## config.mk

```make
export PLATFORM = sky130hd
export DESIGN_NAME = bp_fetch_seq
export DESIGN_NICKNAME = d
export VERILOG_FILES = /design/src/hdl/bp_pkg.sv /design/src/hdl/bp_fetch_seq.sv
export SDC_FILE = /design/constraint.sdc
export NUM_CORES = 1
export LEC_CHECK = 0
export ABC_AREA = 1
export BUFFER_PORTS_ARGS = -buffer_cell sky130_fd_sc_hd__buf_2
export CAP_MARGIN = 10
export CORE_AREA = 2 2 89 91
export CTS_CLUSTER_DIAMETER = 80
export DETAILED_ROUTE_END_ITERATION = 12
export DIE_AREA = 0 0 91 93
export GPL_TIMING_DRIVEN = 1
export MAX_ROUTING_LAYER = met4
export PLACE_DENSITY = 0.72
export SLEW_MARGIN = 5
export SYNTH_ARGS = -nofsm -noshare
export SYNTH_HDL_FRONTEND = slang
export SYNTH_SLANG_ARGS = --single-unit
```

## constraint.sdc

```tcl
create_clock -name clock -period 1 [get_ports clock]
set_clock_uncertainty 0.05 [all_clocks]
set_input_delay 0.1 -clock clock [delete_from_list [all_inputs] [get_ports clock]]
set_output_delay 0.1 -clock clock [all_outputs]
set_load 0.005 [all_outputs]
```

## src/hdl/bp_pkg.sv

```systemverilog
// Branch prediction front-end package
// Shared widths, the two-bit counter encoding and the packed structs
// exchanged between fetch, predictor and retire training queue

`default_nettype none

package bp_pkg;

    //////////////////////////////////////////////////////////////////////
    // Widths
    //////////////////////////////////////////////////////////////////////

    // Global history length
    localparam int BP_GHR_WIDTH     = 8;
    // Byte offset within a 32-bit instruction word
    localparam int BP_PC_ALIGN_BITS = 2;
    // BTB tag, taken just above the BTB index
    localparam int BP_BTB_TAG_BITS  = 8;

    // Saturating counter, MSB is the taken prediction
    typedef enum logic [1:0] {
        STRONGLY_NOT_TAKEN = 2'd0,
        WEAKLY_NOT_TAKEN   = 2'd1,
        WEAKLY_TAKEN       = 2'd2,
        STRONGLY_TAKEN     = 2'd3
    } BP_COUNTER_STATE;

    //////////////////////////////////////////////////////////////////////
    // Interface structs
    //////////////////////////////////////////////////////////////////////

    // Fetch to predictor
    typedef struct packed {
        logic        valid;
        logic [31:0] pc;
    } BP_PREDICT_REQUEST;

    // Predictor to fetch, same cycle
    typedef struct packed {
        logic                    valid;
        logic                    taken;
        logic [31:0]             target;
        logic [BP_GHR_WIDTH-1:0] ghr_snapshot;
    } BP_PREDICT_RESPONSE;

    // Resolved branch from retire
    // actual_target is always the correct next pc
    typedef struct packed {
        logic                    valid;
        logic [31:0]             pc;
        logic [BP_GHR_WIDTH-1:0] ghr_snapshot;
        logic                    mispredict;
        logic                    actual_taken;
        logic [31:0]             actual_target;
    } BP_TRAIN_REQUEST;

    // Fetch output toward decode
    typedef struct packed {
        logic                    valid;
        logic [31:0]             pc;
        logic                    taken;
        logic [31:0]             target;
        logic [BP_GHR_WIDTH-1:0] ghr_snapshot;
    } BP_FETCH_PACKET;

    // One BTB slot payload, valid bits kept apart
    typedef struct packed {
        logic [BP_BTB_TAG_BITS-1:0] tag;
        logic [31:0]                target;
    } BP_BTB_ENTRY;

endpackage

`default_nettype wire

```

## src/hdl/bp_fetch_seq.sv

```systemverilog
// Fetch PC sequencer
// Holds the fetch pc, asks the predictor each ready cycle, follows the
// predicted target and takes redirects from mispredicting branches

`timescale 1ns/1ps
`default_nettype none

module bp_fetch_seq #(
    parameter logic [31:0] RESET_PC = 32'h0000_1000
) (
    input  logic                       clock,
    input  logic                       reset,
    input  logic                       fetch_ready_i,
    input  bp_pkg::BP_TRAIN_REQUEST    train_req_i,
    output bp_pkg::BP_PREDICT_REQUEST  predict_req_o,
    input  bp_pkg::BP_PREDICT_RESPONSE predict_resp_i,
    output bp_pkg::BP_FETCH_PACKET     fetch_o
);

    // Current fetch address
    logic [31:0] pc_q;

    logic redirect;
    logic fetch_valid;

    //////////////////////////////////////////////////////////////////////
    // Request and redirect
    //////////////////////////////////////////////////////////////////////

    // Drained mispredict from the training queue
    assign redirect = train_req_i.valid && train_req_i.mispredict;

    // No fetch in the redirect cycle, keeps GHR recovery clean
    assign fetch_valid = fetch_ready_i && !redirect;

    always_comb begin
        predict_req_o.valid = fetch_valid;
        predict_req_o.pc    = pc_q;
    end

    //////////////////////////////////////////////////////////////////////
    // PC register
    //////////////////////////////////////////////////////////////////////

    always_ff @(posedge clock) begin
        if (reset) begin
            pc_q <= RESET_PC;
        end else if (redirect) begin
            // Correct next pc from retire
            pc_q <= train_req_i.actual_target;
        end else if (fetch_valid) begin
            pc_q <= predict_resp_i.target;
        end
        // Back-pressure holds the pc
    end

    // Outgoing packet, prediction fields straight from the predictor
    always_comb begin
        fetch_o.valid        = predict_resp_i.valid;
        fetch_o.pc           = pc_q;
        fetch_o.taken        = predict_resp_i.taken;
        fetch_o.target       = predict_resp_i.target;
        fetch_o.ghr_snapshot = predict_resp_i.ghr_snapshot;
    end

endmodule

`default_nettype wire

```

==> metrics, run 1 <==
via-per-instance ratio=between 4 and 5; Gate Count Post-Synth=roughly 360; WP data required=0.85 ns; slowest CP cell=dfxtp_1; Hold Path End=pc_q[12]; CTS buffer count=5; CTS Sinks=32; antenna viol nets, final=0; crit end category=output port; initial antenna violation count=0; Final Setup Violations=0; # DRC=0; largest net degree at the start of global routing=30; part of the cycle the worst path needs=96.02%; ANT cells=0; Synth Warn #=0; dpl cells=around 540; Max IR drop VDD=about 0.00043 V; Area Growth Syn to Fin=20.78%; Max clock buf depth=2; die width=slightly above 90 um; max cap viols=0; Psw=1006 uW; # rows=32; Mean Syn Cell Area=6.747 um2; min cycle time layout=0.9602 ns; Worst Reg-to-Reg Cells=2; Port-buffer cells=about 170; Clk Latency, worst-skew pair=~0.27 ns; post-synthesis register bit count=32; Final Hold Viols=0; CP top delay family=flip-flops; vias=approximately 2400; via count of the first global-routing pass=2116; final max-slew violation count=0; Top reg by flops=pc_q; worst reg2reg startpoint=pc_q[26]; combinational power share=26.9%; design area=roughly 0.0029 mm2; crit path cell chain=buf_2; TritonRoute pass-1 iters=4; Crit Path Max Fanout=3; CTS H-tree lvls=2; gpl congestion=roughly 0.77; first-pass GRT wire length=9.804 mm; P_leak=0.001726 uW; root buf cell=clkbuf_8; R2R Setup Slk=between 0.2 and 0.3 ns; share of layout cells above drive strength 1=45.27%; Layout Nets=around 560; WP data arrival=0.81 ns; status=complete, no violations; initial DRC count=50; Die Ht=a little over 90 um; DRT Wirelength=approximately 6.3 mm; Cells on Worst Hold Path=3; die footprint=roughly 0.0085 mm2; power per cell area=about 1200 mW/mm2; Switching Share=29.12%; fmax=1.041 GHz; Post-DP HPWL=between 4 and 5 mm; Post-Layout Cell Count=approximately 550; global route overflow=0; num ports=around 230; FF-to-FF End=pc_q[26]; sequential-to-total area share from yosys stat=26.60%; Overall Global Routing Usage=approximately 15%; hold_ws=approximately 0.013 ns; Clk pin slew, worst setup/hold paths=around 0.070 ns; placeable core area=0.007527 mm2; Max stage delay on crit path=around 0.4 ns; Worst Setup Path Type=reg2out; Pint=~2400 uW; crit path buf inv count=1; RSZ-0062 raised after global routing=false; Mapped Area=between 0.002 and 0.0025 mm2; Worst Hold Class=in2reg; TritonCTS clock tree=done; hold path start=train_req_i[12]; biggest regs=pc_q: 32 flops; Clock power frac=31.2%; initial core utilization=32.00%; number of flip-flops in the largest register=32; crit start category=flip-flop; Routed wire per std cell=roughly 11 um; Synthesized Nets=~480; setup TNS=0 ns; Post-DP Area=~0.0028 mm2; slew of the pin with the lowest slew margin=between 0.2 and 0.25 ns; sequential share of power=between 40% and 50%; Netlist cell types=17; Relative slew margins=between 80% and 90%
-- worst max-delay path by stage --
stage               startpoint                 to  slack [ns]  depth (start not counted)
4_1_cts               pc_q[26]  predict_req_o[26]        0.02                          1
6_report              pc_q[26]  predict_req_o[26]        0.04                          1
2_1_floorplan  train_req_i[74]           pc_q[12]        0.11                          7
3_3_place_gp   train_req_i[74]            pc_q[9]        0.08                          5
3_5_place_dp   train_req_i[74]           pc_q[12]        0.08                          6
5_1_grt                  reset           pc_q[20]       0.001                          4
-- routing by layer --
metal	up-vias	global-route usage (%)	routed length, um
met5	-	-	0
met4	0	3.788	74
met3	8	3.062	467
met2	120	27.04	3229
met1	1095	16.03	2500
li1	1217	-	-
-- logic make-up after synthesis --
logic type / synth area share (%)
AO/OA/AOI/OAI: 7.013
flip-flops: 26.60
buffers and inverters: 35.64
AND/OR/NAND/NOR: 30.75
-- power by group through the flow --
stage | Combinational, uW | Clock [uW] | Sequential (uW)
after floorplan | 684 | 0 | 1480
after global placement | 921 | 0 | 1480
after detailed placement | 933 | 0 | 1480
after CTS | 937 | 1130 | 1450
after global routing | 1040 | 1200 | 1460
final | 929 | 1080 | 1450
-- layout by cell type (no fill, tap or decap), types with 3 or more instances in the layout --
master    Yosys  routed
a21oi_2       1       3
buf_2        11     165
buf_12        0       5
nand3_2      10      10
dfxtp_1      32      32
a21oi_1      31      29
buf_4        78       8
nand3_1      53      53
clkbuf_8      0       7
nand2_1      95      95
inv_1        31      31
-- Yosys cell counts --
cell type / count / area share, %
a21oi_2: 1 / 0.36
dfxtp_1: 32 / 27
buf_4: 78 / 24
a21oi_1: 31 / 6.4
nand2_1: 95 / 15
buf_8: 3 / 1.9
nand3b_1: 1 / 0.31
nand3_2: 10 / 4.2
clkbuf_1: 4 / 0.62
inv_1: 31 / 4.8
buf_6: 3 / 1.4
buf_2: 11 / 2.3
o21ai_1: 1 / 0.21
buf_1: 1 / 0.16
inv_2: 1 / 0.16
nand3_1: 53 / 11
nand2_4: 1 / 0.47
-- timing repair --
action                                 CTS  global route
endpoints found under the hold margin    1             0
hold buffers                             1             0
buffers inserted                         0             0
resized for setup                        0             3
setup endpoints to repair                0             4
-- metrics by stage --
| step | worst slack (ns) | utilization, % | power [uW] |
|---|---|---|---|
| after floorplan | 0.1086 | - | 2168 |
| after global placement | 0.07978 | 37.08 | 2396 |
| after detailed placement | 0.07879 | 37.08 | 2414 |
| after CTS | 0.02441 | 38.50 | 3523 |
| after global routing | 0.0009901 | 38.65 | 3703 |
| final | 0.03984 | 38.65 | 3456 |
-- layout make-up --
type | instances | area, um2
timing repair buffer | 180 | 1007
inverter | 32 | 120.1
tap | 102 | 127.6
sequential | 32 | 640.6
clock buffer | 7 | 96.34
fill | 843 | 4618
multi-input combinational | 193 | 917.1
(Power assumes the default switching activity.)
==> run 2: changes to the inputs <==
--- a/config.mk
+++ b/config.mk
@@ -8,13 +8,15 @@
 export ABC_AREA = 1
 export BUFFER_PORTS_ARGS = -buffer_cell sky130_fd_sc_hd__buf_2
 export CAP_MARGIN = 10
-export CORE_AREA = 2 2 89 91
+export CELL_PAD_IN_SITES_DETAIL_PLACEMENT = 0
+export CELL_PAD_IN_SITES_GLOBAL_PLACEMENT = 2
+export CORE_MARGIN = 2
+export CORE_UTILIZATION = 17
 export CTS_CLUSTER_DIAMETER = 80
 export DETAILED_ROUTE_END_ITERATION = 12
-export DIE_AREA = 0 0 91 93
 export GPL_TIMING_DRIVEN = 1
 export MAX_ROUTING_LAYER = met4
-export PLACE_DENSITY = 0.72
+export PLACE_DENSITY_LB_ADDON = 0.1
 export SLEW_MARGIN = 5
 export SYNTH_ARGS = -nofsm -noshare
 export SYNTH_HDL_FRONTEND = slang
==> run 2 against run 1 <==
Critical path depth unchanged. Sequential cell count stayed put. Final cell count grew 15%. Global-route usage down 3.8 points. Maximum frequency is 1.9% higher. Clock power rose by 45%. Wire length rose by 30%. Power rose by 15%. Sequential share of layout area is 1.2 points lower. Critical path type unchanged. Largest cell class unchanged. Highest routed layer unchanged.
==> metrics, run 2 (same netlist as run 1, synthesis figures left out) <==
status=complete, no violations; crit path to=predict_req_o[5]; Final Hold Viols=0; antenna viol nets, final=0; WP depth=1; Psw=approximately 1200 uW; via count of the first global-routing pass=2179; combinational power share=between 20% and 30%; initial DRC count=between 80 and 90; max cap viols=0; worst reg2reg startpoint=pc_q[11]; Overall Global Routing Usage=approximately 11%; CTS H-tree lvls=2; WP data required=roughly 0.85 ns; vias=around 2400; Clk Latency, worst-skew pair=0.28 ns; setup bufs post-CTS=0; TritonRoute pass-1 iters=4; fmax=~1.1 GHz; power per cell area=~1300 mW/mm2; RSZ-0062 raised after global routing=false; Max IR drop VDD=roughly 0.00049 V; CTS Sinks=32; Max stage delay on crit path=0.38 ns; final max-slew violation count=0; largest net degree at the start of global routing=32; crit path buf inv count=1; CTS buffer count=5; Crit Path Max Fanout=3; first-pass GRT wire length=12.00 mm; Routed wire per std cell=approximately 13 um; via-per-instance ratio=roughly 3.8; min cycle time layout=around 0.94 ns; Layout Nets=roughly 570; die width=123.0 um; Worst Hold Class=in2reg; # DRC=0; TritonCTS clock tree=done; Switching Share=around 29%; gpl congestion=between 0.6 and 0.7; sequential share of power=between 30% and 40%; ANT cells=0; setup TNS=0 ns; Area Growth Syn to Fin=27.48%; die footprint=about 0.015 mm2; most common cell after layout, fill and taps aside=buf_2; biggest regs=pc_q: 32 flops; slowest CP cell=dfxtp_1; DRT Wirelength=between 8 and 9 mm; CP top delay family=flip-flops; P_leak=about 0.0018 uW; Die Ht=123.0 um; Post-DP HPWL=5.968 mm; dpl ws=about 0.026 ns; placeable core area=roughly 0.014 mm2; crit path cell chain=buf_2; Max clock buf depth=2; Top reg by flops=pc_q; slew of the pin with the lowest slew margin=slightly above 0.2 ns; root buf cell=clkbuf_16; share of layout cells above drive strength 1=between 40% and 50%; part of the cycle the worst path needs=about 94%; Worst Reg-to-Reg Cells=2; Layout fillers=1626; number of flip-flops in the largest register=32; global route overflow=0; num ports=between 200 and 250; # rows=43; most frequent cells in the layout=buf_2, nand2_1, nand3_1, dfxtp_1; FF-to-FF End=pc_q[11]; Clock power frac=between 30 and 40%; Port-buffer cells=approximately 170; Relative slew margins=between 80% and 90%; crit end category=output port; Pint=2825 uW; Cells on Worst Hold Path=2; Worst Setup Path Type=reg2out; WP data arrival=approximately 0.8 ns; initial core utilization=around 17%; crit start category=flip-flop; Clk pin slew, worst setup/hold paths=roughly 0.06 ns; crit path from=pc_q[5]; Final Setup Violations=0; initial antenna violation count=0; final setup margin=around 0.058 ns; R2R Setup Slk=0.30 ns
-- run 2: cell count changes in the layout (fill, tap and decap cells not counted), sizes merged --
cell / before / now
clkinv: 0 / 2
-- run 2: routing by layer --
| layer | wire [um] | GRT usage (%) | vias to the layer above |
|---|---|---|---|
| met2 | 3689 | 17.30 | 102 |
| met5 | 0 | - | - |
| li1 | - | - | 1219 |
| met1 | 3789 | 13.79 | 1046 |
| met4 | 85 | 2.770 | 0 |
| met3 | 593 | 2.445 | 6 |
-- run 2: per-stage QoR --
step                hold slack, ns  area, um2  std cells  utilization [%]  power [uW]
global route               0.01429       3070        626            22.12        4261
CTS                       0.001769       3068        626            22.10        4082
floorplan                   0.1191       2409        357                -        2168
finish                     0.01130       3070        626            22.12        3983
global placement            0.1500       2909        617            20.96        2463
detailed placement          0.1500       2909        617            20.96        2462
-- run 2: power by group through the flow --
| stage | clock (uW) | combinational, uW | sequential (uW) |
|---|---|---|---|
| after CTS | 1640 | 977 | 1460 |
| after global routing | 1700 | 1090 | 1470 |
| final | 1570 | 952 | 1460 |
| after detailed placement | 0 | 971 | 1490 |
| after global placement | 0 | 978 | 1490 |
| after floorplan | 0 | 684 | 1480 |
-- run 2: worst min-delay path by stage --
stage | start | slack, ns | endpoint
floorplan | reset | 0.12 | pc_q[26]
global placement | predict_resp_i[1] | 0.15 | fetch_o[1]
detailed placement | predict_resp_i[1] | 0.15 | fetch_o[1]
CTS | reset | 0.002 | pc_q[12]
global route | reset | 0.01 | pc_q[12]
finish | reset | 0.01 | pc_q[12]
-- run 2: layout make-up --
cell class / instances / area, um2 / share of cell area (%)
clock buffer: 6 / 138.9 / 4.523
clock inverter: 2 / 10.01 / 0.3260
inverter: 32 / 120.1 / 3.912
multi-input combinational: 193 / 909.6 / 29.63
sequential: 32 / 640.6 / 20.86
tap: 180 / 225.2 / 7.335
timing repair buffer: 181 / 1026 / 33.41
-- run 2: timing repair --
action | in CTS | in global routing
hold buffers | 1 | 0
endpoints found under the hold margin | 1 | 0
setup endpoints to repair | 0 | 1
resized for setup | 0 | 1
