===== src/hdl/bp_pkg.sv =====
// Branch prediction front-end package
// Shared widths, the two-bit counter encoding and the packed structs
// exchanged between fetch, predictor and retire training queue

`default_nettype none

package bp_pkg;

    //////////////////////////////////////////////////////////////////////
    // Widths
    //////////////////////////////////////////////////////////////////////

    // Global history length
    localparam int BP_GHR_WIDTH     = 8;
    // Byte offset within a 32-bit instruction word
    localparam int BP_PC_ALIGN_BITS = 2;
    // BTB tag, taken just above the BTB index
    localparam int BP_BTB_TAG_BITS  = 8;

    // Saturating counter, MSB is the taken prediction
    typedef enum logic [1:0] {
        STRONGLY_NOT_TAKEN = 2'd0,
        WEAKLY_NOT_TAKEN   = 2'd1,
        WEAKLY_TAKEN       = 2'd2,
        STRONGLY_TAKEN     = 2'd3
    } BP_COUNTER_STATE;

    //////////////////////////////////////////////////////////////////////
    // Interface structs
    //////////////////////////////////////////////////////////////////////

    // Fetch to predictor
    typedef struct packed {
        logic        valid;
        logic [31:0] pc;
    } BP_PREDICT_REQUEST;

    // Predictor to fetch, same cycle
    typedef struct packed {
        logic                    valid;
        logic                    taken;
        logic [31:0]             target;
        logic [BP_GHR_WIDTH-1:0] ghr_snapshot;
    } BP_PREDICT_RESPONSE;

    // Resolved branch from retire
    // actual_target is always the correct next pc
    typedef struct packed {
        logic                    valid;
        logic [31:0]             pc;
        logic [BP_GHR_WIDTH-1:0] ghr_snapshot;
        logic                    mispredict;
        logic                    actual_taken;
        logic [31:0]             actual_target;
    } BP_TRAIN_REQUEST;

    // Fetch output toward decode
    typedef struct packed {
        logic                    valid;
        logic [31:0]             pc;
        logic                    taken;
        logic [31:0]             target;
        logic [BP_GHR_WIDTH-1:0] ghr_snapshot;
    } BP_FETCH_PACKET;

    // One BTB slot payload, valid bits kept apart
    typedef struct packed {
        logic [BP_BTB_TAG_BITS-1:0] tag;
        logic [31:0]                target;
    } BP_BTB_ENTRY;

endpackage

`default_nettype wire


===== src/hdl/bp_train_queue.sv =====
// Retire-side training queue
// Circular FIFO of resolved branches, head drained into the predictor
// every cycle it is valid, one credit returned per drained entry

`timescale 1ns/1ps
`default_nettype none

module bp_train_queue #(
    parameter int TRAIN_QUEUE_DEPTH = 4
) (
    input  logic                    clock,
    input  logic                    reset,
    input  bp_pkg::BP_TRAIN_REQUEST retire_i,
    output bp_pkg::BP_TRAIN_REQUEST train_req_o,
    output logic                    credit_o
);

    localparam int PTR_W = (TRAIN_QUEUE_DEPTH > 1) ? $clog2(TRAIN_QUEUE_DEPTH) : 1;
    localparam int CNT_W = $clog2(TRAIN_QUEUE_DEPTH + 1);

    // Storage
    bp_pkg::BP_TRAIN_REQUEST mem [TRAIN_QUEUE_DEPTH];

    // Pointers and occupancy
    logic [PTR_W-1:0] wr_ptr;
    logic [PTR_W-1:0] rd_ptr;
    logic [CNT_W-1:0] count;

    logic push;
    logic pop;
    logic credit_q;

    // Wrap at depth, depth need not be a power of two
    function automatic logic [PTR_W-1:0] ptr_inc(input logic [PTR_W-1:0] ptr);
        if (ptr == PTR_W'(TRAIN_QUEUE_DEPTH - 1)) begin
            return '0;
        end
        return ptr + 1'b1;
    endfunction

    //////////////////////////////////////////////////////////////////////
    // Push and pop
    //////////////////////////////////////////////////////////////////////

    // Retire only sends while holding a credit
    assign push = retire_i.valid;

    // Predictor never stalls, head leaves whenever present
    assign pop = (count != '0);

    always_comb begin
        train_req_o       = mem[rd_ptr];
        train_req_o.valid = pop;
    end

    always_ff @(posedge clock) begin
        if (reset) begin
            wr_ptr <= '0;
            rd_ptr <= '0;
            count  <= '0;
        end else begin
            if (push) begin
                wr_ptr <= ptr_inc(wr_ptr);
            end
            if (pop) begin
                rd_ptr <= ptr_inc(rd_ptr);
            end
            count <= count + CNT_W'(push) - CNT_W'(pop);
        end
    end

    // Entry payload
    always_ff @(posedge clock) begin
        if (push) begin
            mem[wr_ptr] <= retire_i;
        end
    end

    //////////////////////////////////////////////////////////////////////
    // Credit return
    //////////////////////////////////////////////////////////////////////

    // One cycle after each pop
    always_ff @(posedge clock) begin
        if (reset) begin
            credit_q <= 1'b0;
        end else begin
            credit_q <= pop;
        end
    end

    assign credit_o = credit_q;

endmodule

`default_nettype wire


===== config.mk =====
export PLATFORM = sky130hd
export DESIGN_NAME = bp_train_queue
export DESIGN_NICKNAME = d
export VERILOG_FILES = /design/src/hdl/bp_pkg.sv /design/src/hdl/bp_train_queue.sv
export SDC_FILE = /design/constraint.sdc
export NUM_CORES = 1
export LEC_CHECK = 0
export ABC_AREA = 0
export BUFFER_PORTS_ARGS = -buffer_cell sky130_fd_sc_hd__buf_4
export CAP_MARGIN = 20
export CORE_MARGIN = 2
export CORE_UTILIZATION = 46
export DETAILED_ROUTE_END_ITERATION = 16
export GPL_TIMING_DRIVEN = 0
export PLACE_DENSITY = 0.67
export SKIP_CTS_REPAIR_TIMING = 1
export SLEW_MARGIN = 20
export SYNTH_ARGS = -nofsm -noshare
export SYNTH_HDL_FRONTEND = slang
export SYNTH_SLANG_ARGS = --single-unit

===== constraint.sdc =====
create_clock -name clock -period 9.3 [get_ports clock]
set_clock_uncertainty 0.2 [all_clocks]
set_input_delay 2.79 -clock clock [delete_from_list [all_inputs] [get_ports clock]]
set_output_delay 2.79 -clock clock [all_outputs]
set_load 0.005 [all_outputs]

==> impl_results.md, run 1 <==
* Routed length per instance at 20.2 µm
* Clock-pin transition on the worst setup and hold timing paths at 60 ps
* Grt ovf at 0
* CTS buffer count at 30
* Area Overhead vs Synth at 23.9%
* Post-synthesis cell type count at 22
* Synth top area cells: edfxtp_1 80%, mux4_2 15%, dfxtp_1 1.8%
* Starting density of the core at 0.463
* R2r startpoint: count[1]
* IO Count at 153
* Htree depth at 1
* Mapped Area at 0.0112 mm²
* Sequential area share after synthesis at 0.814
* Largest net degree at the start of global routing at 45
* Initial detailed-routing violation count at 326
* Final min period at 5040 ps
* Yosys top cell by area: edfxtp_1
* Layout Utilization at 0.574
* Top-area cell type share of the netlist area at 0.796
* Count leader, synth: edfxtp_1
* Post-Synthesis Cells at 433
* Critical path peak fanout at 10
* Mapped Avg Cell Area at 25.8 µm²
* Fin Setup TNS at 0 ps
* CTS tree: built
* Crit Path Class: flip-flop to primary output
* Initial antenna violation count at 0
* Routed Antenna Nets at 0
* Static leakage at 4.72 nW
* CP Capture Type: primary output
* #FFs+latches synth at 306
* FFs w/ async S/R, synth at 0
* Fill count at 1815
* Die span in x at 160 µm
* Detail Placement HPWL at 11800 µm
* Status: completed
* First-pass GRT wire length at 31000 µm
* GRT Util Overall at 0.156
* Vias in the first global route at 5581
* Synth cell count leaders: 296 x edfxtp_1, 74 x mux4_2, 10 x dfxtp_1
* Achievable frequency at 198 MHz
* Final setup fails at 0
* Inserted Diodes at 0
* Critical Path AT at 2050 ps
* Crit start category: flip-flop
* Final Hold Fails at 0
* Predominant post-synthesis flop cell: edfxtp_1
* Die ar. at 0.0255 mm²
* Post-synth EDFFs at 296
* Fraction of layout cells with a size suffix above 1 at 0.461
* CORE AREA at 0.0241 mm²
* Clock Tree Root: clkbuf_16
* # DRC at 0
* Power per cell area at 267 mW/mm²
* Net count, final at 705
* Fin crit share at 0.542
* Longest Clk Path Bufs at 3
* GPL Wtd Cong at 0.696
* Max-Cap Viols at 0
* Via Count at 5054
* Worst-Skew Late Latency at 530 ps
* Final Routed Wirelength at 19600 µm
* FF-to-FF setup slack at 6920 ps
* DRT Pass-1 Iters at 4
* Worst Path Required at 6310 ps
* Yosys warns at 0
* Die H at 160 µm
* I/O Buffers at 151
* DR vias/cell at 5.22
* Worst VDD drop at 0.000175 V
* Clk sinks at 306
* Hold Crit Start: wr_ptr[0]
* Cell Rows at 57
* RSZ-0062 raised after global routing: false
* Syn_nets at 518
* Worst-margin pin slew at 698 ps
* Max-slew headroom at 0.534
* Worst Hold Class: flip-flop to flip-flop
* Max-slew violations at 0
## layout make-up
| cell class | instances | area, µm² | area share |
|---|---|---|---|
| Multi-Input combinational cell | 103 | 1930 | 0.140 |
| Inverter | 6 | 22.5 | 0.00163 |
| Timing Repair Buffer | 155 | 1240 | 0.0893 |
| Clock inverter | 13 | 139 | 0.0100 |
| Sequential cell | 306 | 9090 | 0.657 |
| Tap cell | 324 | 405 | 0.0293 |
| Buffer | 18 | 136 | 0.00985 |
| Clock buffer | 43 | 881 | 0.0636 |
## critical path, cell delays in order, from the launching register on
cell and delay, ps:
dfxtp_1 320, buf_2 310, buf_2 350, mux4_2 370, buf_4 160
## worst paths after layout
| path | end | depth (start not counted) |
|---|---|---|
| setup / recovery | train_req_o[36] | 4 |
| hold / removal | wr_ptr[0] | 2 |
| setup reg to reg | count[2] | 9 |
| hold reg to reg | wr_ptr[0] | 2 |
## placed cells by master, fill, tap and decap left out, drive strengths merged, types with 2 or more instances in the layout
master,instances
and2,4
edfxtp,296
inv,7
bufinv,3
clkbuf,45
nor2b,2
nor3,2
buf,171
dfxtp,10
a21oi,2
ha,7
clkinv,8
mux4,74
nor2,4
## metal layers
| metal | wire (µm) | share of wire | vias up | global-route usage |
|---|---|---|---|---|
| met4 | 337 | 0.017 | 0 | 0.0414 |
| li1 | - | - | 2223 | - |
| met1 | 8080 | 0.41 | 2635 | 0.207 |
| met2 | 9810 | 0.50 | 166 | 0.261 |
| met5 | 0 | 0 | - | 0 |
| met3 | 1370 | 0.070 | 30 | 0.0371 |
## power breakdown
group | internal, mW | switching, mW
clock network | 0.738 | 0.473
registers | 1.58 | 0.0222
logic | 0.514 | 0.369
total | 2.83 | 0.865
## through the flow
stage                     worst slack [ps]  cell area [µm²]  hold slack (ps)  cells  total power [mW]
after floorplan                       4140            11200              291    433              2.13
after CTS                             4210            13800              334    968              3.75
after global routing                  4140            13800              382    968              3.86
final                                 4260            13800              331    968              3.70
after global placement                2620            12700              298    908              2.52
after detailed placement              4800            12800              323    912              2.53
## sequential cells by signal (all words and copies together), names as in the netlist, named ones only
| register | flops |
|---|---|
| count | 3 |
| mem | 296 |
| wr_ptr | 2 |
| rd_ptr | 2 |
| credit_o | 1 |
## kinds of logic (layout without fill, tap and decap cells)
family | Yosys count | after routing | share of synthesized area
DFF | 306 | 306 | 0.814
xor gates and xnor gates | 1 | 1 | 0.00202
and+or+nand+nor | 15 | 15 | 0.00784
buffers and inverters | 24 | 235 | 0.0142
AOI/OAI and AO/OA | 3 | 3 | 0.00157
adders and majority gates | 8 | 8 | 0.00963
muxes | 76 | 76 | 0.151
No activity file was read; power rests on OpenSTA's default activity.
==> run 2: changes to the inputs <==
Settings changed: PLACE_DENSITY 0.67 to 0.7.
Clock period 9.3 ns to 4.6 ns, I/O delays scaled along.
==> impl_results.md, run 2 (synthesized netlist as in run 1, its figures left out) <==
* IO Count at 153 (unchanged)
* Routed length per instance at 20.5 µm (+1.1%)
* WHS at 344 ps (+13.2 ps)
* Hold depth at 2 (unchanged)
* Met3 wire length at 1330 µm (-2.9%)
* RSZ-0062 raised after global routing: false
* Worst Path Required at 3020 ps (-3290 ps)
* Worst-Skew Late Latency at 490 ps (-40 ps)
* Net count, final at 710 (+0.71%)
* Worst VDD drop at 0.000343 V (+96%)
* Via Count at 5062 (+0.16%)
* Grt ovf at 0 (unchanged)
* Top routing layer in use: met4
* Tot Pwr at 7.67 mW (+110%)
* CTS tree: built
* Achievable frequency at 279 MHz
* CP bufs+invs at 2 (-1)
* Final min period at 3580 ps
* Worst Hold Class: flip-flop to flip-flop
* Most flops, register: mem
* Slowest cell on the critical path: clkbuf_1
* Final Hold Fails at 0 (unchanged)
* Die ar. at 0.0255 mm² (unchanged)
* Final setup fails at 0 (unchanged)
* Vias in the first global route at 5398 (-3.3%)
* Final Routed Wirelength at 19900 µm (+1.6%)
* Most frequent cells in the layout: 296 x edfxtp_1, 153 x buf_4, 74 x mux4_2
* Place WS at 1500 ps (-3300 ps)
* Starting density of the core at 0.463 (unchanged)
* Die H at 160 µm (unchanged)
* Max-Cap Viols at 0 (unchanged)
* Routed Antenna Nets at 0 (unchanged)
* Critical path peak fanout at 10 (unchanged)
* Crit Path Class: flip-flop to primary output
* CP Capture Type: primary output
* Initial detailed-routing violation count at 388 (+19%)
* Cell Rows at 57 (unchanged)
* Fin crit share at 0.778
* DRT Pass-1 Iters at 4 (unchanged)
* # DRC at 0 (unchanged)
* CORE AREA at 0.0241 mm² (unchanged)
* First-pass GRT wire length at 30600 µm (-1.3%)
* Metal2 WL at 9790 µm (-0.20%)
* Met1 wire length at 8410 µm (+4.2%)
* Biggest regs: mem x296, count x3
* Worst Setup Slack, final at 1020 ps (-3240 ps)
* Commonest non-fill, non-tap cell in the layout: edfxtp_1
* I/O Buffers at 151 (unchanged)
* Clock-pin transition on the worst setup and hold timing paths at 60 ps (about the same)
* Area Overhead vs Synth at 24.8%
* Htree depth at 2 (+1)
* Fraction of layout cells with a size suffix above 1 at 0.458 (-0.00355)
* Critical Path AT at 2000 ps (-50 ps)
* Crit start category: flip-flop
* Longest Clk Path Bufs at 3 (unchanged)
* Clock Tree Root: clkbuf_16
* Static leakage at 4.77 nW (+0.94%)
* Max-slew violations at 0 (unchanged)
* GRT Util Overall at 0.157 (+0.00170)
* GPL Wtd Cong at 0.681 (-2.0%)
* DR vias/cell at 5.20 (-0.36%)
* Max-slew headroom at 0.476 (-0.0584)
* Power per cell area at 550 mW/mm² (+110%)
* Cell Count Post-Placement at 912 (unchanged)
* CTS buffer count at 35 (+17%)
* Worst-path cell chain: clkbuf_1, mux4_2, buf_4
* CP delay by family, top: buffers and inverters
* Crit. path cell count at 3 (-1)
* Die span in x at 160 µm (unchanged)
* Worst-margin pin slew at 786 ps (+87.6 ps)
* Largest net degree at the start of global routing at 39 (-13%)
* Status: completed
* Max reg flops at 296 (unchanged)
* Post-route non-filler standard cell count at 973 (+0.52%)
* Clk sinks at 306 (unchanged)
* CP max stage delay at 600 ps (+230 ps)
* Initial antenna violation count at 0 (unchanged)
* Detail Placement HPWL at 12000 µm (+2.2%)
* Inserted Diodes at 0 (unchanged)
* Layout Utilization at 0.578 (+0.00405)
* Length in cells of the worst reg-to-reg path at 9 (unchanged)
-- run 2: report_power, final --
group | switching, mW | internal, mW | total, mW | leakage (nW)
clock network | 1.02 | 1.61 | 2.64 | 0.542
registers | 0.0438 | 3.20 | 3.25 | 2.80
logic | 0.748 | 1.04 | 1.79 | 1.42
-- run 2: cell type report --
class	count	area, µm²
repair buffers	155	1240
plain buffers	18	136
fillers	1772	10200
multi-input cells	103	1930
clock buffers	43	937
flip-flops and latches	306	9090
clock inverters	18	173
well taps	324	405
inverters	6	22.5
-- run 2: per-stage QoR --
stage          area, µm²  setup TNS (ps)
4_1_cts            13900               0
3_3_place_gp       12700         -184320
3_5_place_dp       12800               0
6_report           13900               0
5_1_grt            13900               0
2_1_floorplan      11200               0
-- run 2: worst min-delay path: cells and delay by family (launching register included) --
family | cells | cell delay (ps)
flip-flops | 1 | 350
AND/OR/NAND/NOR | 1 | 80
AO/OA/AOI/OAI | 1 | 60
-- run 2: worst paths after layout --
kind | from | to | slack, ps
max | flip-flop | train_req_o[8] | 1020
min | wr_ptr[0] | wr_ptr[0] | 340
max reg2reg | count[1] | count[2] | 2230
min reg2reg | wr_ptr[0] | wr_ptr[0] | 340
-- run 2: routing by layer --
metal,GRT usage,up-vias
met5,0,-
met4,0.0475,0
met2,0.251,154
met1,0.214,2640
met3,0.0439,33
li1,-,2235
==> run 3: changes to the inputs <==
Settings changed: ABC_AREA 0 to 1, PLACE_DENSITY 0.7 to 0.67.
Clock period 4.6 ns to 3.55 ns, I/O delays scaled along.
==> impl_results.md, run 3 <==
* CTS buffer count at 31 (-11%)
* Top-area cell type share of the netlist area at 0.728 (-0.0675)
* Max-slew violations at 0 (unchanged)
* Worst-Skew Late Latency at 540 ps (+50 ps)
* Post-synthesis cell type count at 18 (-18%)
* DR vias/cell at 5.01 (-3.7%)
* Critical Path AT at 1910 ps (-90 ps)
* Biggest regs: mem x296, count x3
* Sequential area share after synthesis at 0.745 (-0.0690)
* Routed length per instance at 17.7 µm (-13%)
* Design Area, Final at 0.0148 mm² (+6.3%)
* RSZ-0062 raised after global routing: false
* Yosys warns at 0 (unchanged)
* Critical path peak fanout at 10 (unchanged)
* I/O Buffers at 152 (+0.66%)
* Max reg flops at 296 (unchanged)
* Fill count at 2110 (+19%)
* Initial antenna violation count at 0 (unchanged)
* Largest family of logic cells by synthesized area: compound AO/OA/AOI/OAI gates
* Initial detailed-routing violation count at 407 (+4.9%)
* Commonest non-fill, non-tap cell in the layout: edfxtp_1
* Sequential share of power at 0.392 (-0.031)
* Static leakage at 5.90 nW (+24%)
* Routed Antenna Nets at 0 (unchanged)
* Predominant post-synthesis flop cell: edfxtp_1
* Synth top area cells: edfxtp_1 73%, inv_1 5.1%, nand2_1 4.8%
* Status: completed
* Htree depth at 1 (-1)
* Logic pwr share at 0.327 (+0.094)
* Final setup fails at 0 (unchanged)
* IO Count at 153 (unchanged)
* Xor and xnor fraction of the mapped netlist area at 0 (-0.00202)
* Fraction of layout cells with a size suffix above 1 at 0.225 (-0.233)
* Largest net degree at the start of global routing at 46 (+18%)
* Post-synthesis mux area share at 0 (-0.151)
* Achievable frequency at 315 MHz
* Clk sinks at 306 (unchanged)
* Max-Cap Viols at 0 (unchanged)
* Compound-gate portion of the synthesized area at 0.111 (+0.110)
* Cell Rows at 59 (+3.5%)
* DRT Pass-1 Iters at 5 (+1)
* Clock Tree Root: clkbuf_16
* Die ar. at 0.0279 mm² (+9.0%)
* Via Count at 7386 (+46%)
* Post-Synth Simple-Gate Area at 0.0532 (+0.0454)
* GRT Util Overall at 0.186 (+0.0292)
* CORE AREA at 0.0261 mm² (+8.1%)
* Post-Synthesis Cells at 929 (+110%)
* Starting density of the core at 0.468 (+0.00498)
* Inserted Diodes at 0 (unchanged)
* Longest Clk Path Bufs at 3 (unchanged)
* Clk pwr share at 0.280 (-0.064)
* Area Overhead vs Synth at 21.4%
* Final min period at 3170 ps
* Vias in the first global route at 7389 (+37%)
* Worst Hold Class: flip-flop to flip-flop
* GPL Wtd Cong at 0.761 (+12%)
* Worst Path Required at 2280 ps (-740 ps)
* Power per cell area at 726 mW/mm² (+32%)
* Worst-margin pin slew at 566 ps (-220 ps)
* Most flops, register: mem
* FFs w/ async S/R, synth at 0 (unchanged)
* Mapped Area at 0.0122 mm² (+9.3%)
* Count leader, synth: edfxtp_1
* Post-Synth Adder-Cell Area at 0.00882 (-0.000817)
* #FFs+latches synth at 306 (unchanged)
* Worst VDD drop at 0.000477 V (+39%)
* CP Capture Type: primary output
* Max-slew headroom at 0.623 (+0.147)
* # DRC at 0 (unchanged)
* Synth cell count leaders: 296 x edfxtp_1, 165 x inv_1, 157 x nand2_1, 78 x a21oi_1, 68 x o211ai_1
* Grt ovf at 0 (unchanged)
* Post-synth EDFFs at 296 (unchanged)
* Tot Pwr at 10.8 mW (+40%)
* Switching Fraction at 0.309 (+0.0726)
* Crit start category: flip-flop
* Fin crit share at 0.893
* Die H at 167 µm (+4.4%)
* Final Routed Wirelength at 26200 µm (+31%)
* Yosys top cell by area: edfxtp_1
* Crit Path Class: flip-flop to primary output
* Sw Pwr at 3.33 mW (+83%)
* Pint at 7.43 mW (+27%)
* First-pass GRT wire length at 40500 µm (+32%)
* Most frequent cells in the layout: 296 x edfxtp_1, 161 x inv_1, 157 x nand2_1
* CTS tree: built
* Net count, final at 1203 (+69%)
* Syn_nets at 1014 (+96%)
* Die span in x at 167 µm (+4.4%)
* Post-DP Area at 0.0139 mm² (+8.2%)
* Mapped Avg Cell Area at 13.1 µm² (-49%)
* Final Hold Fails at 0 (unchanged)
* Detail Placement HPWL at 15900 µm (+32%)
* Clock-pin transition on the worst setup and hold timing paths at 60 ps (about the same)
==> run 3: cell types whose count changed in the layout (fill, tap and decap cells not counted), sizes merged, moves of 4 or more <==
cell	delta
inv	+157
o21ai	+76
o211ai	+74
mux4	-74
nand2	+157
a21oi	+76
buf	+30
and2	-4
nor2	+8
==> run 3: worst paths after layout <==
| kind | start | endpoint | slack (ps) | cells past startpoint |
|---|---|---|---|---|
| worst min register to register | count[0] | credit_o | 290 | 2 |
| worst max register to register | count[1] | count[2] | 1410 | 11 |
| worst min-delay path | count[0] | credit_o | 290 | 2 |
| worst max-delay path | flip-flop | train_req_o[55] | 380 | 5 |
==> run 3: power by group through the flow <==
stage | clock network, mW | registers (mW) | logic (mW)
3_5_place_dp | 0 | 4.30 | 3.58
4_1_cts | 3.06 | 4.22 | 3.60
3_3_place_gp | 0 | 4.31 | 3.50
2_1_floorplan | 0 | 4.29 | 1.90
6_report | 3.01 | 4.22 | 3.52
5_1_grt | 3.22 | 4.23 | 3.89
==> run 3: metrics by stage <==
stage / hold slack (ps) / worst slack, ps / TNS [ps] / util / std cells
final: 285 / 379 / 0 / 0.569 / 1475
after global routing: 331 / 242 / 0 / 0.569 / 1475
after CTS: 293 / 332 / 0 / 0.569 / 1475
after detailed placement: 277 / 923 / 0 / 0.533 / 1420
after global placement: 271 / -935 / -265790 / 0.528 / 1416
after floorplan: 251 / 386 / 0 / - / 929
==> run 3: routing by layer <==
layer,vias to the layer above,track usage,share of wire
met2,199,0.323,0.50
met5,-,0,0
li1,3592,-,-
met1,3563,0.247,0.43
met3,32,0.0326,0.057
met4,0,0.0442,0.016
==> run 3: worst max-delay path: stages (launching register included) <==
cell,delay (ps)
dfxtp_1,410
buf_2,280
buf_2,290
o211ai_1,140
nand2_1,120
buf_4,120
==> run 3: cell type report <==
| type | count | area (µm²) | share of cell area |
|---|---|---|---|
| Buffer | 50 | 384 | 0.0259 |
| Tap cell | 335 | 419 | 0.0283 |
| Clock inverter | 17 | 133 | 0.00895 |
| Clock buffer | 38 | 802 | 0.0541 |
| Sequential cell | 306 | 9090 | 0.613 |
| Multi-Input combinational cell | 408 | 2110 | 0.143 |
| Inverter | 165 | 629 | 0.0425 |
| Timing Repair Buffer | 156 | 1250 | 0.0844 |
==> run 3: kinds of logic (layout without fill, tap and decap cells) <==
group | count (synthesis) | in the layout
buffers and inverters | 215 | 426
AND/OR/NAND/NOR | 172 | 172
adder cells (fa/ha/maj) | 8 | 8
AO/OA/AOI/OAI | 228 | 228
flip-flops | 306 | 306
